## src/common/padframe_pkg.sv

```systemverilog
`default_nettype none

package padframe_pkg;

  localparam int unsigned N_PADS = 8;

  // Function select per pad
  localparam int unsigned SEL_W = 2;

  typedef logic [SEL_W-1:0] pad_sel_t;

  localparam pad_sel_t SEL_GPIO = 2'd0;
  localparam pad_sel_t SEL_UART = 2'd1;
  localparam pad_sel_t SEL_SPI  = 2'd2;
  localparam pad_sel_t SEL_I2C  = 2'd3;

  // Register map: address p holds the select of pad p,
  // everything from N_PADS up is unmapped and reads zero
  localparam int unsigned CFG_ADDR_W = 4;

endpackage

`default_nettype wire

```

## src/padframe/padframe_mux.sv

```systemverilog
`default_nettype none

module padframe_mux (
  input  wire padframe_pkg::pad_sel_t [padframe_pkg::N_PADS-1:0] pad_sel_i,
  input  wire  [padframe_pkg::N_PADS-1:0] gpio_out_i,
  input  wire  [padframe_pkg::N_PADS-1:0] gpio_oe_i,
  input  wire                             uart_tx_i,
  input  wire                             spi_sck_i,
  input  wire                             i2c_sda_i,
  input  wire  [padframe_pkg::N_PADS-1:0] pad_in_i,
  output logic [padframe_pkg::N_PADS-1:0] pad_out_o,
  output logic [padframe_pkg::N_PADS-1:0] pad_oe_o,
  output logic [padframe_pkg::N_PADS-1:0] gpio_in_o,
  output logic                            uart_rx_o
);

  always_comb begin
    for (int p = 0; p < padframe_pkg::N_PADS; p++) begin
      case (pad_sel_i[p])
        padframe_pkg::SEL_UART: begin
          pad_out_o[p] = uart_tx_i;
          pad_oe_o[p]  = 1'b1;
        end
        padframe_pkg::SEL_SPI: begin
          pad_out_o[p] = spi_sck_i;
          pad_oe_o[p]  = 1'b1;
        end
        padframe_pkg::SEL_I2C: begin
          // Open drain, only ever pulls low
          pad_out_o[p] = 1'b0;
          pad_oe_o[p]  = ~i2c_sda_i;
        end
        default: begin
          pad_out_o[p] = gpio_out_i[p];
          pad_oe_o[p]  = gpio_oe_i[p];
        end
      endcase
    end
  end

  // Walk down so the lowest UART pad wins, idle line high
  always_comb begin
    uart_rx_o = 1'b1;
    for (int p = padframe_pkg::N_PADS - 1; p >= 0; p--) begin
      if (pad_sel_i[p] == padframe_pkg::SEL_UART) begin
        uart_rx_o = pad_in_i[p];
      end
    end
  end

  assign gpio_in_o = pad_in_i;

endmodule

`default_nettype wire

```

## config.mk

```make
export PLATFORM = sky130hd
export DESIGN_NAME = padframe_mux
export DESIGN_NICKNAME = d
export VERILOG_FILES = /design/src/common/padframe_pkg.sv /design/src/padframe/padframe_mux.sv
export SDC_FILE = /design/constraint.sdc
export NUM_CORES = 1
export LEC_CHECK = 0
export BUFFER_PORTS_ARGS = -buffer_cell sky130_fd_sc_hd__buf_2
export CAP_MARGIN = 10
export CELL_PAD_IN_SITES_DETAIL_PLACEMENT = 1
export CELL_PAD_IN_SITES_GLOBAL_PLACEMENT = 2
export CORE_UTILIZATION = 20
export DETAILED_ROUTE_END_ITERATION = 6
export GPL_TIMING_DRIVEN = 0
export PLACE_DENSITY_LB_ADDON = 0.1
export SKIP_LAST_GASP = 1
export SLEW_MARGIN = 10
export SYNTH_ARGS = -nofsm -noshare
export SYNTH_HDL_FRONTEND = slang
export SYNTH_SLANG_ARGS = --single-unit
```

## constraint.sdc

```tcl
create_clock -name vclk -period 1.4
set_input_delay 0.21 -clock vclk [all_inputs]
set_output_delay 0.21 -clock vclk [all_outputs]
set_load 0.1 [all_outputs]
```

; ---- After elaboration in Yosys (flattened, before gate mapping)
; Cells that the tools add are included.
[op_classes]
bitwise_logic = 1
reduce_logical = 8
muxes = 24
n_eq_ne = 24
[ops]
columns = cell, count
row1 = $eq A2 B2 Y1 const B, 16
row2 = $pmux W1 S3, 8
row3 = $eq A2 B1 Y1 const B, 8
row4 = $pmux W1 S2, 8
row5 = $reduce_or A2 Y1, 8
row6 = $mux W1, 8
row7 = $not A1 Y1, 1
[totals]
reg_bits = 0
output_inout_bits = 25
wordCells = 57

; ---- Depth between registers and ports, before layout
[depth]
depth_word = 9
mapped_depth = 5

; ---- Least setup slack after synthesis
; OpenSTA, ideal clock, no wires.
[synth_path]
path_type = input to output
start = in pad_sel_i[0] (netlist name)
end = out pad_oe_o[0] (netlist name)
setup_slack_ns = -1.465
required_time_ns = 1.190
cell_stages = 4
path_buffers = 0
arrival_ns = 2.655
cell_sequence = inv_1 -> ha_1 -> a21oi_1 -> o21ai_0
[synth_between]
elab_chain_len = 3
word_cells_on_any_way = 5
cone_classes = eq/ne (3) / mux (1) / reduce/logical (1)
[synth_lines]
columns = element, line
row1 = from (decl), padframe_mux.sv:4  ; input wire padframe_pkg::pad_sel_t [padframe_pkg::N_PADS-1:0] pad_sel_i,
row2 = $eq A2 B1 Y1 / $eq A2 B2 Y1 (equally long branches), padframe_mux.sv:19  ; case (pad_sel_i[p])
row3 = $reduce_or A2 Y1 (no source line), -
row4 = $pmux W1 S2 *, padframe_mux.sv:19
row5 = to (decl), padframe_mux.sv:12  ; output logic [padframe_pkg::N_PADS-1:0] pad_oe_o,
; Mark *: on every way between the ends. The rest lies on a longest branch, timed or not.

; ---- Worst setup path in the final report
[layout_path]
start = in pad_sel_i[8] (netlist name)
end = out uart_rx_o
[layout_between]
elab_chain_len = 6
[layout_lines]
columns = element, line
row1 = $eq A2 B1 Y1, padframe_mux.sv:45  ; if (pad_sel_i[p] == padframe_pkg::SEL_UART) begin
row2 = $mux W1 (5 in a row), padframe_mux.sv:45
row3 = to (decl), padframe_mux.sv:14  ; output logic uart_rx_o
; No other way between the ends.

==> impl_metrics.py <==
metrics = {
    "layout": {
        "clkbuf_count": 0,
        "final_cell_area_sq_um": 1899,
        "regArea_sq_um": 0,
        "area_delta_synth_final_pct": 120.0,
        "fin_nets": 268,
        "drive_gt1_share_pct": 72.77,
        "sequential_cell_total": 0,
        "antenna_cells": 0,
        "final_cell_count_no_fill": 241,
        "fillers": 483,
        "multi_input_area_sq_um": 1101,
    },
    "timing": {
        "rsz0062_at_grt": "yes",
        "period_share_pct": 105.2,
        "fin_tns_setup_ns": -0.07306,
        "worst_pin_slew_ns": 0.4940,
        "setup_viol": 1,
        "slew_viol_final": 0,
        "fmax_mhz": 678.9,
        "min_period_ns": 1.473,
        "layout_setup_ws_ns": -0.07306,
        "hold_viol": 0,
        "slew-limit-headroom_pct": 67.29,
    },
    "logic_synthesis": {
        "synth_area_leaders": "ha_1 (46%), o21ai_0 (7.5%), inv_1 (7.4%), nand2_1 (7.4%), a22oi_1 (7.0%)",
        "avgSynthCellArea_sq_um": 7.255,
        "synth_top_area_cell": "ha_1",
        "syn_inst": 119,
        "ys_types": 18,
        "netlist_area_sq_um": 863.3,
        "syn_nets": 194,
        "synthDominantCellAreaShare_pct": 46.38,
        "ys.warnings.count": 0,
        "synth-seq-area-share_pct": 0,
    },
    "worst_setup_path": {
        "worstSetupPathType": "in -> out",
        "critPathCaptureType": "output pin",
        "critPathMaxFanout": 3,
        "cp_slowest_cell": "o31ai_1",
        "cp_top_family": "simple AND/OR/NAND/NOR gates",
        "crit_chain": "buf_2 > ha_4 > nor3b_1 > o31ai_1 > and3_4 > buf_12",
        "arrival_ns": 1.26,
        "cp.required_ns": 1.19,
        "crit_start": "pad_sel_i[8]",
        "path_buf_inv": 2,
        "start_kind": "input pin",
        "slowest_delay_ns": 0.23,
    },
    "detailed_routing": {
        "final_antenna_net_count": 0,
        "firstDrtPassIters": 2,
        "vias": 1084,
        "routed_wl_microns": 3215,
        "wire_per_inst_microns": 13.34,
        "drc": 0,
        "dr.first_iter.drc_count": 5,
        "via_per_inst": 4.498,
    },
    "status": {
        "failed_checks": "setup timing",
        "status": "finished with violations",
    },
    "global_routing": {
        "grt_pass1_vias": 1071,
        "track_usage_pct": 13.27,
        "grt_max_degree": 9,
        "grt_pass1_wl_microns": 4740,
        "grt_overflow_total": 0,
        "antenna_found_initial": 0,
    },
    "place": {
        "gp_congestion": 0.7089,
        "place_ws_ns": -0.4198,
        "placed_cell_area_sq_um": 1444,
        "post-place-cells": 235,
        "port_buffers": 66,
        "hpwlAfterDp_microns": 2523,
    },
    "worst_hold_path": {
        "hp-start": "gpio_oe_i[5]",
        "holdCritPathClass": "in -> out",
    },
    "power_and_ir_drop": {
        "p_clk_share_pct": 0,
        "internal_power_mw": 0.3599,
        "ir_drop_uv": 321.6,
        "p_leak_nw": 0.8744,
        "p_sw_mw": 0.7358,
        "power_density_nw_per_um2": 576.9,
        "p_comb_share_pct": 100.0,
        "switching_share_pct": 67.15,
        "pwr-share-seq_pct": 0,
    },
    "floorplan": {
        "num_rows": 23,
        "core_area_sq_um": 4086,
        "fp.dieW_microns": 67.70,
        "die_y_microns": 67.70,
        "io_pins": 68,
        "start_util_pct": 21.13,
        "dieArea_sq_um": 4583,
    },
    "flow_run": {
        "maxCapViolCount": 0,
    },
}
per-stage QoR:
stage / utilization [%] / hold WS [ns] / power [mW]
2_1_floorplan: - / 0.6315 / 0.7264
3_3_place_gp: 35.33 / 0.9236 / 0.8799
3_5_place_dp: 35.33 / 0.9238 / 0.8966
4_1_cts: 41.43 / 0.8429 / 1.018
5_1_grt: 46.48 / 0.8509 / 1.150
6_report: 46.48 / 0.8226 / 1.096
kinds of logic (layout without fill, tap and decap cells):
logic type | count (synthesis) | in the layout | share of synthesized area, %
AND/OR/NAND/NOR | 23 | 23 | 12.46
buffers and inverters | 27 | 99 | 15.51
adder cells (fa/ha/maj) | 32 | 32 | 46.38
AO/OA/AOI/OAI | 37 | 37 | 25.65
cell usage in the layout, fill, tap and decap left out:
cell type    n
and3_4       1
a22oi_1      5
o31ai_1      1
buf_12       2
clkinvlp_4   1
nor2b_1      1
o311ai_2     1
a21oi_1      2
nor3b_2      1
nor3b_1      1
a211oi_2     1
inv_2        2
nand2_1     17
ha_2         8
buf_6       18
inv_4        5
buf_2       38
ha_4         8
a22oi_2      3
a21oi_2      6
inv_6        1
and2b_2      1
buf_8        5
inv_1        8
buf_4       19
ha_1        16
and2b_1      1
o21ai_4     16
o21ai_2      1
a211oi_4     1
layer usage:
layer / vias to the layer above / share of wire, % / global-route usage (%)
met5: - / 0 / 0
met4: 0 / 0 / 0
met3: 0 / 4.6 / 0.6757
met2: 33 / 58 / 28.34
met1: 513 / 37 / 14.57
li1: 538 / - / -
power by group through the flow:
stage / Sequential [mW] / Combinational, mW / Clock (mW)
3_3_place_gp: 0 / 0.880 / 0
6_report: 0 / 1.10 / 0
3_5_place_dp: 0 / 0.897 / 0
5_1_grt: 0 / 1.15 / 0
4_1_cts: 0 / 1.02 / 0
2_1_floorplan: 0 / 0.726 / 0
final cells by class:
| class | instances | area share [%] |
|---|---|---|
| Buffer | 10 | 3.689 |
| Inverter | 17 | 4.480 |
| Multi-Input combinational cell | 92 | 57.97 |
| Tap cell | 50 | 3.294 |
| Timing Repair Buffer | 72 | 30.57 |
repair_timing:
action | 4_1_cts | 5_1_grt
gates resized for setup | 69 | 47
pin swaps | 7 | 9
gates cloned | 0 | 0
buffers inserted | 1 | 5
endpoints found under the setup margin | 17 | 17
hold buffers | 0 | 0
path summary, 6_finish.rpt:
kind                      end  slack, ns  cells past startpoint
hold / removal    pad_oe_o[5]       0.82                      4
setup / recovery    uart_rx_o      -0.07                      6
synth_stat cells:
cell type / n
a211oi_1: 1
a21oi_1: 8
buf_2: 2
inv_1: 17
o21ai_0: 13
nor2b_1: 1
and2b_1: 1
o31ai_1: 1
and3_1: 1
ha_1: 32
nor3b_1: 2
buf_4: 8
a211oi_2: 1
a22oi_1: 8
o21ai_1: 4
and2b_2: 1
o311ai_1: 1
nand2_1: 17
No activity file was read; power rests on OpenSTA's default activity.
