**config.mk**
```make
export PLATFORM = sky130hd
export DESIGN_NAME = padframe_cfg_regs
export DESIGN_NICKNAME = d
export VERILOG_FILES = /design/src/common/padframe_pkg.sv /design/src/padframe/padframe_cfg_regs.sv
export SDC_FILE = /design/constraint.sdc
export NUM_CORES = 1
export LEC_CHECK = 0
export BUFFER_PORTS_ARGS = -buffer_cell sky130_fd_sc_hd__buf_2
export CORE_ASPECT_RATIO = 1.5
export CORE_UTILIZATION = 27
export CTS_CLUSTER_SIZE = 10
export DETAILED_ROUTE_END_ITERATION = 8
export PLACE_DENSITY = 0.53
export SYNTH_ARGS = -nofsm -noshare
export SYNTH_HDL_FRONTEND = slang
export SYNTH_SLANG_ARGS = --single-unit
```
**constraint.sdc**
```tcl
create_clock -name clk_i -period 1.4 [get_ports clk_i]
set_clock_uncertainty 0.2 [all_clocks]
set_input_delay 0.28 -clock clk_i [delete_from_list [all_inputs] [get_ports clk_i]]
set_output_delay 0.28 -clock clk_i [all_outputs]
set_load 0.005 [all_outputs]
```
**src/common/padframe_pkg.sv**
```systemverilog
`default_nettype none

package padframe_pkg;

  localparam int unsigned N_PADS = 8;

  // Function select per pad
  localparam int unsigned SEL_W = 2;

  typedef logic [SEL_W-1:0] pad_sel_t;

  localparam pad_sel_t SEL_GPIO = 2'd0;
  localparam pad_sel_t SEL_UART = 2'd1;
  localparam pad_sel_t SEL_SPI  = 2'd2;
  localparam pad_sel_t SEL_I2C  = 2'd3;

  // Register map: address p holds the select of pad p,
  // everything from N_PADS up is unmapped and reads zero
  localparam int unsigned CFG_ADDR_W = 4;

endpackage

`default_nettype wire

```
**src/padframe/padframe_cfg_regs.sv**
```systemverilog
`default_nettype none

module padframe_cfg_regs (
  input  wire                                         clk_i,
  input  wire                                         rst_n_i,
  input  wire                                         cfg_valid_i,
  input  wire                                         cfg_write_i,
  input  wire  [padframe_pkg::CFG_ADDR_W-1:0]         cfg_addr_i,
  input  wire  padframe_pkg::pad_sel_t                cfg_wdata_i,
  output logic                                        cfg_rvalid_o,
  output padframe_pkg::pad_sel_t                      cfg_rdata_o,
  output padframe_pkg::pad_sel_t [padframe_pkg::N_PADS-1:0] pad_sel_o
);

  localparam int unsigned IDX_W = $clog2(padframe_pkg::N_PADS);

  padframe_pkg::pad_sel_t [padframe_pkg::N_PADS-1:0] sel_q;

  logic                   addr_hit;
  logic [IDX_W-1:0]       pad_idx;
  logic                   rvalid_q;
  padframe_pkg::pad_sel_t rdata_q;

  // Decode
  assign addr_hit = cfg_addr_i < padframe_pkg::CFG_ADDR_W'(padframe_pkg::N_PADS);
  assign pad_idx  = cfg_addr_i[IDX_W-1:0];

  always_ff @(posedge clk_i) begin
    if (!rst_n_i) begin
      sel_q <= {padframe_pkg::N_PADS{padframe_pkg::SEL_GPIO}};
    end else if (cfg_valid_i && cfg_write_i && addr_hit) begin
      sel_q[pad_idx] <= cfg_wdata_i;
    end
  end

  // Read data comes back one cycle after the request
  always_ff @(posedge clk_i) begin
    if (!rst_n_i) begin
      rvalid_q <= 1'b0;
    end else begin
      rvalid_q <= cfg_valid_i && !cfg_write_i;
    end
  end

  always_ff @(posedge clk_i) begin
    if (cfg_valid_i && !cfg_write_i) begin
      rdata_q <= addr_hit ? sel_q[pad_idx] : '0;
    end
  end

  assign cfg_rvalid_o = rvalid_q;
  assign cfg_rdata_o  = rdata_q;
  assign pad_sel_o    = sel_q;

  a_addr_known: assert property (@(posedge clk_i) disable iff (!rst_n_i)
    cfg_valid_i |-> !$isunknown(cfg_addr_i));

endmodule

`default_nettype wire

```
**Yosys cells after proc, flatten, opt, wreduce, memory -nomap -nowiden**

Cells that the tools add are included.

- Register bits after elaboration: 19
- Word-level logic and storage cells: 23

- Order comparisons: 3
- Muxes and demuxes: 5
- Reduce and logical (&&, ||, !) cells: 5

Operator list:

| cell | count |
|---|---|
| 16-bit bitwise mux | 1 |
| 2-bit binary-select mux with 3-bit select | 1 |
| 2-bit demux with 3-bit select | 1 |
| 1-bit logical AND | 4 |
| 3-bit by 4-bit less-than comparator with 1-bit output, second input constant | 1 |
| 4-bit less-than comparator, second input constant | 1 |
| 2-bit 2-to-1 mux | 2 |
| 3-bit by 1-bit greater-or-equal comparator with 1-bit output, second input constant | 1 |
| 1-bit logical NOT | 1 |

**Logic depth before layout (Yosys ltp)**

- Depth in word-level cells: 5
- Depth in mapped cells: 5
- Mapped depth without buffers: 4

**Worst setup path after synthesis**

Ideal clock, no wire load.

- Kind: input to register
- From: in cfg_addr_i[2] in the netlist's numbering
- To: reg rdata_q[0] (netlist: cfg_rdata_o[0]), data pin
- Arrival time: 1,046 ps
- Data required time: 935 ps
- Path slack: -111 ps
- Cell stages on the path: 5
- Buffers on the path: 1
- Cells stage by stage: buf_6 -> mux2i_1 -> o21ai_1 -> a2111oi_1 -> nor2_1

- Longest elaborated chain between the ends: 2
- Elaborated cells on any way between the ends: 3

RTL lines:

| item | RTL line | text |
|---|---|---|
| from (decl) | padframe_cfg_regs.sv:8 | `input wire [padframe_pkg::CFG_ADDR_W-1:0] cfg_addr_i,` |
| 2-bit binary-select mux with 3-bit select | padframe_cfg_regs.sv:47 | `rdata_q <= addr_hit ? sel_q[pad_idx] : '0;` |
| 2-bit 2-to-1 mux (not written as such) | padframe_cfg_regs.sv:47 |  |
| to (signal assigned) | padframe_cfg_regs.sv:47 |  |
| to (decl) | padframe_cfg_regs.sv:22 | `padframe_pkg::pad_sel_t rdata_q;` |

Several ways; a longest one is shown, not always the timed one. The select of a mux whose other input is x is not followed.
A chain may end at the register's enable or synchronous reset.

**Final worst setup path**

- From: reg sel_q, in the netlist pad_sel_o[4]
- To: reg rdata_q[0] (netlist: cfg_rdata_o[0]), data pin

- Longest elaborated chain between the ends: 2

RTL lines:

| item | RTL line | text |
|---|---|---|
| from (decl) | padframe_cfg_regs.sv:17 | `padframe_pkg::pad_sel_t [padframe_pkg::N_PADS-1:0] sel_q;` |
| from (signal assigned) | padframe_cfg_regs.sv:30 | `sel_q <= {padframe_pkg::N_PADS{padframe_pkg::SEL_GPIO}};` |
| from (signal, indexed assignment) | padframe_cfg_regs.sv:32 | `sel_q[pad_idx] <= cfg_wdata_i;` |
| 2-bit binary-select mux with 3-bit select | padframe_cfg_regs.sv:47 |  |
| 2-bit 2-to-1 mux (not written as such) | padframe_cfg_regs.sv:47 |  |

Every way passes these cells. The select of a mux whose other input is x is not followed.

==> impl_metrics.py <==
metrics = {
    "global_routing": {
        "use_met3_pct": 2.42,
        "grt_max_degree": 18,
        "grt_pass1_wl_um": 3950,
        "grt-busiest-layer": "met2",
        "grt_util_met1_pct": 15.1,
        "grt_pass1_vias": 895,
        "antenna_found_initial": 0,
        "grt_usage_pct": 14.0,
        "grt_overflow": 0,
        "grtUsageMet2_pct": 25.3,
    },
    "critical_path": {
        "cp-end-kind": "register",
        "path_class": "register to register",
        "arrival_ns": 1.19,
        "reg2regPathDepth": 4,
        "critPathMaxFanout": 3,
        "required_ns": 1.21,
        "rrSetupSlack_ns": 0.01,
        "start_kind": "register",
        "r2r_end": "cfg_rdata_o[0]",
        "r2r-start": "pad_sel_o[4]",
    },
    "finish": {
        "multi_input_area_um2": 529,
        "drive_above_1_share_pct": 37.2,
        "postLayoutCoreUtil_pct": 37.0,
        "syn_to_final_growth_pct": 31.7,
        "final_common_cell": "buf_2",
        "antenna_cells": 0,
        "fin_cells": 179,
        "final_cell_mix": "buf_2, mux2i_1, dfxtp_1, buf_4, nor2b_1",
        "fillers": 381,
        "seqCellArea_um2": 403,
        "nets": 148,
    },
    "floorplanning": {
        "core.rowCount": 26,
        "io_pins": 29,
        "dieArea_um2": 3800,
        "die_h_um": 75.0,
        "start_util_pct": 28.1,
        "core_um2": 3420,
        "die_w_um": 50.7,
    },
    "min_path": {
        "hp-start": "cfg_wdata_i[1]",
        "min_path_type": "input port to register",
        "worst_hold_path.num_cells": 3,
        "worstHoldEndpoint": "pad_sel_o[11]",
    },
    "pwr": {
        "leakagePower_nw": 0.573,
        "peakVddDrop_uv": 383,
        "powerDensity_nw_per_um2": 831,
        "total_power_mw": 1.05,
    },
    "cts": {
        "cts_made_buffers": 3,
        "h-tree-depth": 1,
        "clkTransAtPathRegs_ns": 0.07,
        "cts-hold-fix-buffers": 0,
        "cts.path.max_buffers": 2,
        "cts_tree": "yes",
        "root_buffer": "clkbuf_8",
        "clock_latency_ns": 0.25,
        "cts_sinks": 19,
    },
    "sta": {
        "min_period_ns": 1.39,
        "rsz0062_at_grt": "true",
        "fmax_mhz": 720,
        "tns_ns": 0,
        "slew_viol_final": 0,
        "worst_slew_pin_slew_ns": 0.327,
        "setup_viol": 0,
        "fin_ws_ns": 0.0112,
        "hold_violations": 0,
        "slew_headroom_pct": 78.1,
        "period_share_pct": 99.2,
    },
    "drt": {
        "via_count": 853,
        "drc": 0,
        "wl_per_cell_um": 13.2,
        "first_pass_iters": 4,
        "drt.antenna.violating_nets": 0,
        "initialDrtViolationCount": 9,
        "wl_um": 2350,
        "viasPerCell": 4.77,
    },
    "run": {
        "max_cap_viol_count": 0,
    },
    "synthesis": {
        "syn_area_um2": 960,
        "ys_seq_area_share_pct": 41.7,
        "synth_cell_types": 27,
        "synthCells": 99,
        "syn-num-nets": 109,
        "ys.warnings.count": 0,
        "synth-seq-cells": 19,
        "avgSynthCellArea_um2": 9.69,
    },
    "place": {
        "hpwl_um": 1870,
        "numPortBuffers": 28,
        "preCtsSetupSlack_ns": -0.260,
        "place_congestion": 0.787,
        "place_inst": 175,
    },
    "status": {
        "outcome": "finished, final reports clean",
    },
}
report_power, final:
part | switching (mW) | leakage, nW | internal, mW | total (mW)
clock network | 0.179 | 0.0228 | 0.202 | 0.381
registers | 0.00305 | 0.158 | 0.555 | 0.558
logic | 0.0577 | 0.392 | 0.0531 | 0.111
how the worst max path moves through the flow:
stage / startpoint / end / cells past startpoint
floorplan: cfg_addr_i[2] / cfg_rdata_o[0] / 5
global placement: cfg_addr_i[2] / cfg_rdata_o[0] / 6
detailed placement: cfg_addr_i[2] / cfg_rdata_o[0] / 5
CTS: pad_sel_o[4] / cfg_rdata_o[0] / 4
global route: pad_sel_o[4] / cfg_rdata_o[0] / 4
finish: pad_sel_o[4] / cfg_rdata_o[0] / 4
per-stage QoR:
step                      instance area, µm²  hold slack, ns
after floorplan                          981           0.208
after global placement                  1210           0.271
after detailed placement                1210           0.291
after CTS                               1260           0.163
after global routing                    1260           0.167
final                                   1260           0.162
cells by family (layout without fill, tap and decap cells):
| family | count (synthesis) | after routing | share of synthesized area [%] |
|---|---|---|---|
| compound gates | 15 | 15 | 10.7 |
| buf+inv | 7 | 45 | 4.69 |
| flops | 19 | 19 | 41.7 |
| mux | 16 | 16 | 16.8 |
| simple gates | 42 | 42 | 26.1 |
cell type report:
type	instances	area share (%)
Multi-Input combinational cell	73	41.9
Inverter	1	0.297
Sequential cell	19	31.9
Clock buffer	4	3.56
Tap cell	42	4.16
Timing Repair Buffer	40	18.2
sequential cells by signal, indices dropped and copies added (netlist names):
register      flops
pad_sel_o        16
cfg_rdata_o       2
cfg_rvalid_o      1
cells in the mapped netlist (all sizes together):
master / number / share of area [%]
dfxtp: 17 / 35
mux2i: 15 / 16
nor2b: 11 / 7.2
nand2: 9 / 3.5
a21boi: 6 / 4.7
nand3: 6 / 3.1
nor2: 6 / 2.3
o21ai: 6 / 3.1
clkbuf: 4 / 2.6
nand2b: 3 / 2.0
buf: 2 / 1.7
edfxtp: 2 / 6.3
nor3: 2 / 1.0
a2111oi: 1 / 1.0
a221oi: 1 / 0.91
and2: 1 / 0.65
and2b: 1 / 0.78
and4bb: 1 / 1.7
inv: 1 / 0.39
mux2: 1 / 1.2
nand4b: 1 / 2.5
nor3b: 1 / 1.3
o32ai: 1 / 0.91
layer usage:
layer	share of wire [%]	vias up
met1	42	403
met3	3.8	7
met4	3.0	0
li1	-	421
met5	0	-
met2	51	22
worst max-delay path, cell delays in order, from the launching register on:
cell and delay, ns:
dfxtp_2 0.34, mux2i_1 0.12, o21ai_1 0.09, a2111oi_2 0.32
nor2_1 0.07
what timing repair did:
item / in CTS / in global routing
hold endpoints to repair: 0 / 0
setup endpoints to repair: 1 / 5
gates resized for setup: 2 / 1
pin swaps: 0 / 0
setup buffers: 0 / 0
No activity file was read; power rests on OpenSTA's default activity.
