`config.mk`:
```
export PLATFORM = sky130hd
export DESIGN_NAME = txn_serializer
export DESIGN_NICKNAME = d
export VERILOG_FILES = /design/src/common/soc_cfg_pkg.sv /design/src/hw/txn_serializer.sv
export SDC_FILE = /design/constraint.sdc
export NUM_CORES = 1
export LEC_CHECK = 0
export BUFFER_PORTS_ARGS = -buffer_cell sky130_fd_sc_hd__clkbuf_2
export CORE_AREA = 2 2 39 41
export DETAILED_ROUTE_END_ITERATION = 10
export DIE_AREA = 0 0 41 43
export PLACE_DENSITY_LB_ADDON = 0.2
export SETUP_SLACK_MARGIN = 0.4
export SLEW_MARGIN = 20
export SYNTH_ARGS = -nofsm -noshare
export SYNTH_HDL_FRONTEND = slang
export SYNTH_SLANG_ARGS = --single-unit
```
`constraint.sdc`:
```
create_clock -name clk_i -period 4.1 [get_ports clk_i]
set_input_delay 0.205 -clock clk_i [delete_from_list [all_inputs] [get_ports clk_i]]
set_output_delay 0.205 -clock clk_i [all_outputs]
set_load 0.01 [all_outputs]
```
`src/common/soc_cfg_pkg.sv`:
```
`default_nettype none

package soc_cfg_pkg;

  // Cluster scratch memory, stands in for the TCDM
  localparam int unsigned MEM_WORDS = 256;
  localparam int unsigned ADDR_W    = 8;
  localparam int unsigned DATA_W    = 32;

  // Host side limit on requests in flight
  localparam int unsigned MAX_TXNS = 4;

  // Both clock domain crossings use 8 entries
  localparam int unsigned FIFO_LOG_DEPTH = 3;

  // Word address, no byte lanes
  typedef struct packed {
    logic [ADDR_W-1:0] addr;
    logic [DATA_W-1:0] wdata;
    logic              we;
  } mem_req_t;

  // Writes echo the stored word back
  typedef struct packed {
    logic [DATA_W-1:0] rdata;
  } mem_rsp_t;

endpackage

`default_nettype wire

```
`src/hw/txn_serializer.sv`:
```
`default_nettype none

module txn_serializer (
  input  wire  clk_i,
  input  wire  rst_n_i,
  input  wire  req_valid_i,
  output logic req_ready_o,
  input  wire  fifo_full_i,
  output logic fifo_push_o,
  input  wire  rsp_pop_i
);

  localparam int unsigned CNT_W = $clog2(soc_cfg_pkg::MAX_TXNS + 1);
  localparam logic [CNT_W-1:0] CNT_MAX = CNT_W'(soc_cfg_pkg::MAX_TXNS);

  // Requests accepted minus responses handed to the host
  logic [CNT_W-1:0] cnt_q;
  logic [CNT_W-1:0] cnt_d;

  assign req_ready_o = (cnt_q != CNT_MAX) && !fifo_full_i;
  assign fifo_push_o = req_valid_i && req_ready_o;

  always_comb begin
    cnt_d = cnt_q;
    case ({fifo_push_o, rsp_pop_i})
      2'b10:   cnt_d = cnt_q + 1'b1;
      2'b01:   cnt_d = cnt_q - 1'b1;
      default: cnt_d = cnt_q;
    endcase
  end

  always_ff @(posedge clk_i) begin
    if (!rst_n_i) begin
      cnt_q <= '0;
    end else begin
      cnt_q <= cnt_d;
    end
  end

  // Limit holds across both crossings and the host response stall
  a_cnt_bound: assert property (@(posedge clk_i) disable iff (!rst_n_i)
    cnt_q <= CNT_MAX);

  // A response always belongs to a request still counted
  a_no_orphan_rsp: assert property (@(posedge clk_i) disable iff (!rst_n_i)
    rsp_pop_i |-> cnt_q != '0);

endmodule

`default_nettype wire

```
* Word-level counts from Yosys, hierarchy flattened
Index checks and enable logic that the tools add are counted.
Word-level totals: register bits after elaboration 3, latch bits 0, memory bits (writable) 0, memory bits (read-only) 0, logic and storage cells 11, memories 0
Cells by class: add/sub/neg operators 2, multiply operators 0, div/mod/pow operators 0, $lt $le $gt $ge 0, equality and inequality tests 3, shifts and indexed selects 0, muxes and demuxes 1, bitwise operators 0, reduce and logical (&&, ||, !) cells 4
Operators by type and width (count):
- 3-bit one-hot mux with 2 select lines | 1
- 3-bit by 1-bit adder with 3-bit output, second input constant | 1
- 3-bit inequality test, second input constant | 1
- 3-bit by 1-bit subtractor with 3-bit output, second input constant | 1
- 2-bit by 1-bit == test with 1-bit output, second input constant | 1
- 2-bit == test, second input constant | 1
- 1-bit logical AND | 2
- 2-bit nonzero test | 1
- 1-bit zero test | 1

* Depth between registers and ports, before layout
Gate-level depths: netlist of run 1.
depth in word-level cells 5, mapped depth 9, mapped depth without buffers 9

* Worst setup path after synthesis of run 1
No wires, ideal clock.
path type reg2reg, from register cnt_q[0], to register cnt_q[2], arrival time 1790 ps, slack 2240 ps, stages on the path, launching flop included 10, path buffers 0, period minus slack after synthesis 1860 ps, path through dfxtp_1 -> inv_1 -> a31oi_1 -> nand2_1 -> ha_1 -> inv_1 -> fa_1 -> xor2_1 -> or3_1 -> a21boi_1
On the way: word-level cells in the longest chain between the ends 5, elaborated cells on any way between the ends 9, classes of those cells 2 x add/sub; 3 x eq/ne; 1 x mux; 3 x reduce/logical
RTL lines:
- start: declaration | line txn_serializer.sv:17 | logic [CNT_W-1:0] cnt_q;
- start signal: assignment | line txn_serializer.sv:36 | cnt_q <= cnt_d;
- 3-bit inequality test * | line txn_serializer.sv:20 | assign req_ready_o = (cnt_q != CNT_MAX) && !fifo_full_i;
- 1-bit logical AND * | line txn_serializer.sv:20
- via req_ready_o | line txn_serializer.sv:7 | output logic req_ready_o,
- 1-bit logical AND * | line txn_serializer.sv:21 | assign fifo_push_o = req_valid_i && req_ready_o;
- 2-bit by 1-bit == test with 1-bit output or 2-bit == test (tied branches) | line txn_serializer.sv:25 | case ({fifo_push_o, rsp_pop_i})
- 3-bit one-hot mux with 2 select lines or 2-bit nonzero test (tied branches)
The timed path passes the listed nets; every way through them passes the cells marked *. A chain may end at the register's enable or synchronous reset.

* Final worst setup path of run 1
from register cnt_q[0], to register cnt_q[2]
On the way: word-level cells in the longest chain between the ends 5, elaborated cells on any way between the ends 9, classes of those cells 2 x add/sub; 3 x eq/ne; 1 x mux; 3 x reduce/logical
RTL lines (line):
- 3-bit inequality test | txn_serializer.sv:20
- 1-bit logical AND | txn_serializer.sv:20
- 1-bit logical AND | txn_serializer.sv:21
- 2-bit by 1-bit == test with 1-bit output or 2-bit == test (tied branches) | txn_serializer.sv:25
- 3-bit one-hot mux with 2 select lines or 2-bit nonzero test (tied branches)
Parallel ways exist; a longest one is shown, timed or not.

==> results.txt, run 1 <==
The critical path goes through inv_1, a31oi_1, nand2_1, ha_1, inv_1, fa_1, xor2_1, or3_1, a21boi_1. Summing the sequential cell areas from Yosys gives 33.8% of the chip area. Setup violations remaining at the end of the flow were counted as 0. Yosys mapped the design onto 12 distinct sky130hd cell types. The xor and xnor fraction of the mapped netlist area came out at 9.86%.

The run finished with clean final reports. Hold repair after CTS inserted 0 buffers. The later-pin clock latency in the skew report is 0.23 ns. After synthesis, the largest family of logic cells by area is simple AND/OR/NAND/NOR gates. The cell at the slowest stage of the critical path is fa_1. The delay of the slowest cell on the worst path is 0.37 ns. The fraction of the mapped netlist area in adder cells came out at 18.3%. The number of buffers inserted during clock tree synthesis came out at 3.

The number of input and output port buffers inserted came out at 6. The core area is 1380 um2. The total count of max-transition violations in the final report came out at 0. The worst path arrival time is 2.06 ns. The clock drives 3 sinks. The worst setup path is captured at a register. The synthesized netlist devotes 13.4% of its cell area to compound gates. The worst path buffer plus inverter count came out at 2. The clock-pin slew on the worst setup and hold paths is 0.04 ns. The number of antenna-violating nets in the routed design is 0. Entering global routing, the biggest net connects 6 pins. The die is 43 um tall.

The mean area per synthesized cell is 8.88 um2. The number of hold-slack violations in the final timing report is 0. The detailed-route DRC error count came out at 0.

The maximum clock insertion buffer count is 2. The cell area power density came out at 472 nW/um2. The first-pass GRT wire length came out at 565 um. Yosys printed 0 warnings.

The net count of the finished layout is 38. For this run, the total global-route usage over all layers was measured as 5.13%. The worst-case IR drop observed on VDD is 0.135 mV.

For this run, the top clock speed supported by timing is 526 MHz. The worst pin sits at a relative slew slack of 84.7%. CTS placed an instance of clkbuf_4 at the clock tree root. The final-layout setup total negative slack came out at 0 ns. The share of post-route cells with drive strength above 1 is 30.0%. The clock arrives with 0.000882 ns of skew.

Dividing the detail-routed wire length by the instance count gives 7.07 um. The H-tree level count came out at 1. The critical path data required time is 4.26 ns. The post-synth net total is 27. The worst setup path is of the reg -> reg kind. During I/O placement, the number of pins put on the boundary was 7. Once the clock tree was built, the resizer swapped 0 gates to a different size. The initial antenna violation count is 0. The floorplan die area is 1760 um2.

For the pin with the worst max-slew slack, the measured transition is 0.229 ns. The flip-flop count of the largest register after layout came out at 3. TritonCTS built the clock tree. Along the worst path, the maximum fanout reaches 3. The number of setup buffers added after CTS came out at 0. The library cells used most frequently in the layout, excluding fill and tap cells, are 6 x clkbuf_2, 3 x inv_1, 3 x and2_1, 3 x clkbuf_4, 3 x dfxtp_1. The clock period minus final worst setup slack came out at 1.90 ns.

The tightest hold path in the finished design has a slack of 0.200 ns. In this design, the critical path's most frequently occurring cell is inv_1. The mapped netlist covers 178 um2. Max-cap violations in this run came to 0. The effective utilization at floorplan is 12.8%. Setup repair after global routing left no endpoint under its margin. The mean number of vias per cell is 3.54. The placement row count came out at 14. The path class of the tightest hold or removal check is in -> reg. The diode insertion count for antenna repair is 0. cnt_q holds more flip-flops than any other register. Routability-driven placement finished with a final weighted congestion of 0.581. The proportion of synthesized area in mux cells is 0%. The via count of the first global-routing pass is 164.

The final clock period utilization by the worst path is 46.4%. The largest registers in the layout are cnt_q x3. The total vias in the final route came out at 163.

The half-perimeter wire length after detailed placement came out at 271 um. The area growth from synthesis to layout is 43.0%. The kind of cell adding the most delay to the critical path is adder cells.

Leaving out fill and tap cells, the most frequent cell in the layout is clkbuf_2. The die boundary width came out at 41 um. The total length of routed wires is 325 um. The static power due to leakage is 0.000111 uW. In this run, the number of DRC markers left after iteration 0 of detailed routing was 1. The synthesis-stage register bit count came out at 3. STA classifies the critical path startpoint as a register.

The instance count of the mapped netlist came out at 20. The total grt overflow came out at 0. The number of optimization iterations in the first detailed-route pass came out at 2.

After Yosys synthesis, and, or, nand and nor cells account for 18.3% of the synthesized area.
[cell type report]
cell class,instances,area (um2)
Tap cell,16,20.0
Timing Repair Buffer,6,30.0
Sequential cell,3,60.1
Clock buffer,4,26.3
Inverter,3,11.3
Multi-Input combinational cell,14,106
Fill cell,161,1130
[cell families (layout without fill, tap and decap cells)]
logic type | after synthesis | after routing
AND/OR/NAND/NOR | 6 | 6
XOR/XNOR | 2 | 2
adder cells (fa/ha/maj) | 2 | 2
flip-flops | 3 | 3
AO/OA/AOI/OAI | 4 | 4
buffers and inverters | 3 | 13
[metrics by stage]
stage / utilization (%) / worst slack, ns / instance area (um2) / std cells / total power (uW)
after floorplan: - / 2.24 / 178 / 20 / 60.6
after global placement: 16.5 / 2.25 / 228 / 42 / 68.6
after detailed placement: 16.5 / 2.19 / 228 / 42 / 69.0
after CTS: 18.4 / 2.18 / 254 / 46 / 124
after global routing: 18.4 / 2.04 / 254 / 46 / 132
final: 18.4 / 2.20 / 254 / 46 / 120
[metal layers]
layer / vias up / GRT usage, % / share of wire, % / routed length, um
met5: - / 0 / 0 / 0
met4: 0 / 4.00 / 0 / 0
met3: 0 / 4.71 / 14 / 44
met2: 7 / 6.56 / 36 / 116
met1: 72 / 4.84 / 51 / 165
li1: 84 / - / - / -
[synth_stat cells]
cell type / count / area (um2)
inv_1: 3 / 11.3
or3_1: 1 / 6.26
xnor2_1: 1 / 8.76
o21ai_0: 2 / 10.0
a21boi_1: 1 / 7.51
a31oi_1: 1 / 6.26
dfxtp_1: 3 / 60.1
and2_1: 3 / 18.8
fa_1: 1 / 20.0
xor2_1: 1 / 8.76
ha_1: 1 / 12.5
nand2_1: 2 / 7.51
[worst reg2reg max path: stages (launching register included)]
cell and delay [ns]:
dfxtp_1 0.31, inv_1 0.10, a31oi_1 0.12, nand2_1 0.09, ha_1 0.18, inv_1 0.06
fa_1 0.37, xor2_1 0.16, or3_1 0.31, a21boi_1 0.14
[final timing paths]
kind / start / end / slack (ns) / cells after the start
worst max-delay path: cnt_q[0]$_SDFFE_PN0P_ / cnt_q[2]$_SDFFE_PN0P_ / 2.20 / 9
worst min-delay path: rst_n_i / cnt_q[1]$_SDFFE_PN0P_ / 0.20 / 2
worst max register to register: cnt_q[0]$_SDFFE_PN0P_ / cnt_q[2]$_SDFFE_PN0P_ / 2.20 / 9
worst min register to register: cnt_q[2]$_SDFFE_PN0P_ / cnt_q[2]$_SDFFE_PN0P_ / 0.49 / 2
[where the power goes]
group,internal (uW),switching (uW)
Clock,36.4,14.4
Combinational,15.3,15.7
Sequential,35.0,3.09
No activity file was read; power rests on OpenSTA's default activity.
==> run 2: changes to the inputs <==
--- a/config.mk
+++ b/config.mk
@@ -5,6 +5,7 @@
 export SDC_FILE = /design/constraint.sdc
 export NUM_CORES = 1
 export LEC_CHECK = 0
+export ABC_AREA = 1
 export BUFFER_PORTS_ARGS = -buffer_cell sky130_fd_sc_hd__clkbuf_2
 export CORE_AREA = 2 2 39 41
 export DETAILED_ROUTE_END_ITERATION = 10
==> constraint.sdc (replaced) <==
create_clock -name clk_i -period 1.6 [get_ports clk_i]
set_input_delay 0.08 -clock clk_i [delete_from_list [all_inputs] [get_ports clk_i]]
set_output_delay 0.08 -clock clk_i [all_outputs]
set_load 0.01 [all_outputs]
==> run 2 against run 1 <==
Effect of this change:
- total power increased to 3.0 times the previous value
- count of clock-buffer cells in the layout unchanged
- critical path depth is 3 higher
- register-to-register slack got worse by 2.1 ns
- largest cell class unchanged
- clock power increased to 2.6 times the previous value
- critical endpoint unchanged
- cell count increased by 24%
- hold slack got worse by 0.11 ns
- global-route usage rose by 0.49 points
- synthesized cell count increased by 30%
- setup slack worse by 2.1 ns
- via count grew 20%
- area after synthesis up 14%
==> results.txt, run 2 <==
The run finished with clean final reports. The number of input and output port buffers inserted is 6 (unchanged). The weighted congestion at the end of routability-driven global placement was 0.658 (+13%). In the synthesized netlist the dominant register cell turns out to be dfxtp_1. The total non-filler cell area in the finished layout is 362 um2 (+42%). The fill cell total of the finished layout is 153 (-5.0%). The worst hold slack across all endpoints came out at 0.0885 ns (-0.112 ns).

The clock-pin slew on the worst setup and hold paths is 0.04 ns (about the same). The count of maximum capacitance violations is 0 (unchanged). The number of top-level pins is 7 (unchanged). The placed standard-cell area came to 269 um2 (+18%). The mean number of vias per cell came out at 3.44 (-3.0%). The number of hold buffers added after CTS is 0 (unchanged). The area growth from synthesis to layout is 78.4%. The initial antenna violation count was 0 (unchanged).

Setup repair after global routing could not meet its margin everywhere. The worst setup path is launched from a register. In this run the critical register-to-register path is launched from cnt_q[1]$_SDFFE_PN0P_. The clock period minus final worst setup slack came out at 1.51 ns (-0.387 ns).

The part of the Yosys area used for sequential elements came out at 29.6% (-4.2 points). The post-synth net total is 33 (+22%). The warning count from the yosys run came out at 0 (unchanged). The placement row count is 14 (unchanged). By instance count, the leading cell after synthesis is inv_2. The synthesis-stage register bit count is 3 (unchanged). The half-perimeter wire length after detailed placement is 294 um (+8.6%). The buffer type at the clock tree root is clkbuf_4.

The number of optimization iterations in the first detailed-route pass came to 4 (+2). The static power due to leakage is 0.000168 uW (+52%). The largest total area in the synthesized netlist belongs to dfxtp_1. The final clock period utilization by the worst path came out at 94.6% (+48 points). The cell total after placement was 48 (+14%).

The number of antenna-violating nets in the routed design was 0 (unchanged). The die boundary width is 41 um (unchanged). The min-delay analysis places its worst path in the category in -> reg. The critical path starts at cnt_q[1]$_SDFFE_PN0P_. The setup skew after layout came out at 0.000977 ns (+0.0000952 ns). The first-pass GRT wire length came to 593 um (+5.0%). The filler-free cell count of the finished design is 57 (+24%). The final setup violation count came out at 0 (unchanged). The core area came out at 1380 um2 (unchanged). The total grt overflow is 0 (unchanged). The overall track demand over capacity in global routing is 5.62% (+0.49 points).

The fraction of registers with async set or reset after synthesis is 0% (unchanged). The number of enable flip-flop cells after synthesis was 0 (unchanged). The normalized max-slew margin was 85.6% (+0.96 points). The register with the most flip-flops in the final layout is cnt_q.

The share of post-route cells with drive strength above 1 is 75.6% (+46 points). The number of clock sinks seen by CTS is 3 (unchanged). The largest registers in the layout are cnt_q x3. The number of cell instances on the worst register-to-register path is 12 (+3).

The mean routed wirelength per cell came to 7.14 um (+1.1%). The critical path is of the reg -> reg type. The largest net degree at the start of global routing came out at 7 (+1). The number of buffers inserted during clock tree synthesis is 3 (unchanged). The H-tree level count came out at 1 (unchanged). The total vias in the final route was 196 (+20%). The cell area power density came out at 982 nW/um2 (+110%).

The hold path startpoint is rst_n_i. The transition time at the pin with the least slew margin is 0.213 ns (-0.0155 ns). The share of the core filled with cells in the final layout came out at 26.1% (+7.8 points). The maximum clock rate came out at 660 MHz (+26%). The worst ir drop on vdd came to 0.341 mV (+150%). The maximum net fanout on the critical path is 2 (-1). The effective utilization at floorplan came to 14.6% (+1.8 points). The critical path data required time is 1.72 ns (-2.54 ns).

The total length of routed wires is 407 um (+25%). The violation count after the first detailed-route iteration is 2 (+1). The die boundary height is 43 um (unchanged). The detailed-route DRC error count is 0 (unchanged). The via count of the first global-routing pass is 168 (+2.4%). The diode insertion count for antenna repair is 0 (unchanged). The final net count is 49 (+29%).

The floorplan die area is 1760 um2 (unchanged). The total count of max-transition violations in the final report is 0 (unchanged). The flip-flop count of the largest register after layout is 3 (unchanged). The number of hold-slack violations in the final timing report is 0 (unchanged). The clock tree from TritonCTS is done.

The power after layout is 355 uW (+200%). By count the netlist is led by 5 x inv_2, 3 x dfxtp_1, 3 x inv_1, 3 x nand2_1. The cell area after synthesis is 203 um2 (+14%). The later-pin clock latency in the skew report was 0.23 ns (about the same).

Ranked by total cell area, the synthesized netlist is headed by dfxtp_1 30%, a31oi_4 10%, fa_1 9.9%. The worst path arrival time is 1.64 ns (-0.42 ns). The instance count of the mapped netlist came out at 26 (+30%).

The number of instances on the worst hold path came out at 3 (+1). The library cells used most frequently in the layout, excluding fill and tap cells, are 5 x clkbuf_2, 4 x inv_2, 4 x buf_4. The distinct cell type count of the synthesized netlist was 13 (+1).

The mean area per synthesized cell is 7.80 um2 (-12%). The maximum clock insertion buffer count came out at 2 (unchanged). The fraction of post-synthesis cell area in the top cell type by area is 29.6% (-4.2 points). The library cell used most frequently in the layout, excluding fill and tap cells, is clkbuf_2. STA classifies the critical path endpoint as a register.
[run 2: cell count changes after synthesis, moves of 2 or more]
cell / change
inv_2: +5
nand2_2: +2
and2_1: -3
a21oi_1: +2
[run 2: final timing paths]
| path | endpoint | slack (ns) |
|---|---|---|
| setup / recovery | cnt_q[2]$_SDFFE_PN0P_ | 0.09 |
| hold / removal | cnt_q[2]$_SDFFE_PN0P_ | 0.09 |
| setup reg to reg | cnt_q[2]$_SDFFE_PN0P_ | 0.09 |
| hold reg to reg | cnt_q[0]$_SDFFE_PN0P_ | 0.52 |
[run 2: stage by stage]
step	TNS, ns	worst slack (ns)
6_report	0	0.0856
5_1_grt	-0.0162	-0.0162
4_1_cts	0	0.0983
2_1_floorplan	0	0.0957
3_5_place_dp	0	0.0458
3_3_place_gp	0	0.0583
[run 2: metal layers]
metal	vias to the layer above	track usage, %	share of wire (%)
met5	-	0	0
met1	81	5.45	44
met4	0	8.00	0
li1	110	-	-
met3	0	1.57	6.6
met2	5	7.50	49
[run 2: final cells by class]
| type | instances | area, um2 | area share [%] |
|---|---|---|---|
| inverters | 8 | 35.0 | 9.69 |
| well taps | 16 | 20.0 | 5.54 |
| flip-flops and latches | 3 | 63.8 | 17.6 |
| clock buffers | 4 | 26.3 | 7.27 |
| multi-input cells | 15 | 139 | 38.4 |
| repair buffers | 11 | 77.6 | 21.5 |
[run 2: cells by family (layout without fill, tap and decap cells)]
kind of cell	after synthesis	in the layout	synth area share (%)
adder cells (fa/ha/maj)	2	2	16.0
AND/OR/NAND/NOR	8	8	19.1
flip-flops	3	3	29.6
AO/OA/AOI/OAI	5	5	20.4
buffers and inverters	8	23	14.8
[run 2: critical path: stages (launching register included)]
cell and delay (ns):
dfxtp_2 0.31, inv_2 0.07, a31oi_4 0.08, nand2_2 0.10, ha_4 0.15, inv_4 0.04, fa_2 0.37, inv_2 0.06
nand2_2 0.05, nand3_2 0.05, nand2_1 0.05, inv_1 0.04, nor2_1 0.03
[run 2: where the power goes]
part | total [uW] | internal, uW | switching [uW]
Sequential | 98.7 | 89.0 | 9.69
Clock | 130 | 93.3 | 37.1
Combinational | 126 | 64.8 | 61.3
[run 2: what timing repair did]
item / in CTS / in global routing
pin swaps: 2 / 9
hold endpoints to repair: 0 / 0
setup buffers: 4 / 1
gates resized for setup: 3 / 9
setup endpoints to repair: 3 / 4
==> run 3: changes to the inputs <==
--- a/config.mk
+++ b/config.mk
@@ -10,6 +10,7 @@
 export CORE_AREA = 2 2 39 41
 export DETAILED_ROUTE_END_ITERATION = 10
 export DIE_AREA = 0 0 41 43
+export HOLD_SLACK_MARGIN = 0.12
 export PLACE_DENSITY_LB_ADDON = 0.2
 export SETUP_SLACK_MARGIN = 0.4
 export SLEW_MARGIN = 20
==> run 3 against run 2 <==
Effect of this change:
- via count up 2.0%
- sequential cell count stayed put
- sequential share of layout area decreased by 0.48 points
- first-iteration DRC count unchanged
- clock skew unchanged
==> results.txt, run 3 (synthesis results as in run 2) <==
The placement row count came out at 14 (unchanged). The flow ran to the end, and the final reports show no timing, DRC or antenna violations. The fill cell total of the finished layout is 152 (-0.65%). The half-perimeter wire length after detailed placement is 294 um (unchanged). The final clock period utilization by the worst path came out at 94.6% (unchanged).

The H-tree level count is 1 (unchanged). The die boundary height is 43 um (unchanged). The diode insertion count for antenna repair came out at 0 (unchanged). By startpoint and endpoint, the worst setup path is classified as reg -> reg. The detailed-route DRC error count is 0 (unchanged). The flip-flop count of the largest register after layout was 3 (unchanged).

The die boundary width came out at 41 um (unchanged). Clock tree synthesis selected as its root buffer the cell clkbuf_4. The worst path arrival time came to 1.64 ns (about the same). The number of input and output port buffers inserted came out at 6 (unchanged).

The overall track demand over capacity in global routing is 5.62% (unchanged). The cell area power density came out at 961 nW/um2 (-2.2%). The total grt overflow came to 0 (unchanged). The via count of the first global-routing pass came out at 170 (+1.2%). The number of cell instances on the worst register-to-register path came out at 12 (unchanged). The total length of routed wires came out at 408 um (+0.25%).

The clock-pin slew on the worst setup and hold paths is 0.04 ns (about the same). The worst hold slack across all endpoints came out at 0.280 ns (+0.191 ns). The weighted congestion at the end of routability-driven global placement came out at 0.658 (unchanged). The clock period minus final worst setup slack was 1.51 ns (unchanged). The maximum net fanout on the critical path came out at 2 (unchanged). The hold path startpoint is rsp_pop_i. The global-route met2 utilization came out at 7.50% (unchanged). STA classifies the critical path startpoint as a register. The maximum clock rate came out at 660 MHz (unchanged). The transition time at the pin with the least slew margin was 0.213 ns (unchanged). The number of instances on the worst hold path is 4 (+1). The violation count after the first detailed-route iteration is 2 (unchanged). TritonCTS built the clock tree. The total vias in the final route came out at 200 (+2.0%). The global routing stage identified its most utilized layer as met4. The net switching power of the design is 108 uW (+0.30%). The critical path data required time came out at 1.72 ns (about the same). The internal cell power is 249 uW (+0.64%). In this run the critical register-to-register path is launched from cnt_q[1]$_SDFFE_PN0P_. The number of buffers inserted during clock tree synthesis is 3 (unchanged).

The effective utilization at floorplan is 14.6% (unchanged). The register ranked first by flip-flop count is cnt_q. The number of top-level pins is 7 (unchanged). The met3 track demand over resource came out at 1.57% (unchanged). The number of hold-slack violations in the final timing report is 0 (unchanged). The number of antenna-violating nets in the routed design is 0 (unchanged).

In the layout the commonest cells are 5 x clkbuf_2, 4 x inv_2, 4 x buf_4. The worst ir drop on vdd was 0.341 mV (about the same). The static power due to leakage is 0.000173 uW (+2.5%). The floorplan die area is 1760 um2 (unchanged).

The area growth from synthesis to layout is 83.3%. In the final layout, the registers with the most flip-flops are cnt_q x3. The proportion of power drawn by flip-flops and latches came to 27.6% (-0.2 points). The number of clock sinks seen by CTS is 3 (unchanged). The share of post-route cells with drive strength above 1 is 73.8% (-1.8 points). The total count of max-transition violations in the final report came out at 0 (unchanged). Leaving out fill and tap cells, the most frequent cell in the layout is clkbuf_2. The final net count is 50 (+2.0%). The slack of the worst reg-to-reg path came out at 0.09 ns (about the same). The later-pin clock latency in the skew report is 0.23 ns (about the same). The part of the total power dissipated in the clock network is 36.5% (-0.2 points). The endpoint identified for the worst register-to-register timing path is cnt_q[2]$_SDFFE_PN0P_. The mean routed wirelength per cell came out at 7.03 um (-1.5%). The worst hold path belongs to the class in -> reg. The worst setup path is captured at a register. The end of the worst hold path is cnt_q[1]$_SDFFE_PN0P_.

The initial antenna violation count is 0 (unchanged). The setup skew after layout was 0.000977 ns (unchanged). Setup repair after global routing could not meet its margin everywhere. The final setup violation count is 0 (unchanged). The largest net degree at the start of global routing came to 7 (unchanged). The first-pass GRT wire length came out at 593 um (unchanged). The count of maximum capacitance violations came out at 0 (unchanged).

The met1 global-route usage is 5.45% (unchanged). The maximum clock insertion buffer count is 2 (unchanged). The share of the core filled with cells in the final layout is 26.9% (+0.72 points). The final-layout setup total negative slack is 0 ns (unchanged). The mean number of vias per cell came out at 3.45 (+0.28%). The fraction of power spent switching nets came out at 30.3% (-0.072 points). The normalized max-slew margin came out at 85.6% (unchanged). The number of optimization iterations in the first detailed-route pass is 4 (unchanged). The combinational share of power is 35.9% (+0.4 points). The core area came out at 1380 um2 (unchanged).
## run 3: cell types whose count changed in the layout (fill, tap and decap cells not counted), sizes merged
cell and delta:
dlygate4sd3 +1
## run 3: what timing repair did
item | CTS | global route
endpoints found under the hold margin | 2 | 0
setup endpoints to repair | 3 | 4
setup buffers | 4 | 1
resized for setup | 3 | 9
hold buffers | 1 | 0
pin swaps | 2 | 9
gates cloned | 0 | 0
## run 3: cell type report
cell class	count	area, um2	share of cell area [%]
clock buffers	4	26.3	7.07
well taps	16	20.0	5.39
multi-input cells	15	139	37.4
inverters	8	35.0	9.43
repair buffers	12	87.6	23.6
flip-flops and latches	3	63.8	17.2
## run 3: how the worst max path moves through the flow
stage	from	endpoint	slack, ns	depth (start not counted)
after global routing	cnt_q[1]$_SDFFE_PN0P_	cnt_q[2]$_SDFFE_PN0P_	-0.02	12
after global placement	cnt_q[0]$_SDFFE_PN0P_	cnt_q[2]$_SDFFE_PN0P_	0.06	12
after CTS	cnt_q[0]$_SDFFE_PN0P_	cnt_q[2]$_SDFFE_PN0P_	0.1	12
after floorplan	cnt_q[0]$_SDFFE_PN0P_	cnt_q[2]$_SDFFE_PN0P_	0.1	12
final	cnt_q[1]$_SDFFE_PN0P_	cnt_q[2]$_SDFFE_PN0P_	0.09	12
after detailed placement	cnt_q[0]$_SDFFE_PN0P_	cnt_q[2]$_SDFFE_PN0P_	0.05	12
## run 3: metrics by stage
stage | instances | total power, uW | instance area (um2) | worst slack, ns
after detailed placement | 48 | 183 | 269 | 0.0458
after floorplan | 26 | 161 | 219 | 0.0957
after global placement | 48 | 183 | 269 | 0.0583
after CTS | 57 | 349 | 340 | 0.0983
after global routing | 58 | 385 | 372 | -0.0162
final | 58 | 357 | 372 | 0.0856
## run 3: metal layers
metal,wire [um],up-vias
li1,-,112
met1,182,83
met2,198,5
met3,27,0
met4,0,0
met5,0,-
## run 3: power by group through the flow
stage / Clock, uW / Combinational, uW / Sequential (uW)
after floorplan: 0 / 64.6 / 96.4
after global placement: 0 / 85.3 / 97.9
after detailed placement: 0 / 85.3 / 97.8
after CTS: 139 / 112 / 97.0
after global routing: 141 / 145 / 99.9
final: 130 / 128 / 98.7
## run 3: critical path: stages, from the launching register on
cell and delay, ns:
dfxtp_2 0.31, inv_2 0.07, a31oi_4 0.08, nand2_2 0.10
ha_4 0.15, inv_4 0.04, fa_2 0.37, inv_2 0.06
nand2_2 0.05, nand3_2 0.05, nand2_1 0.05, inv_1 0.04
nor2_1 0.03
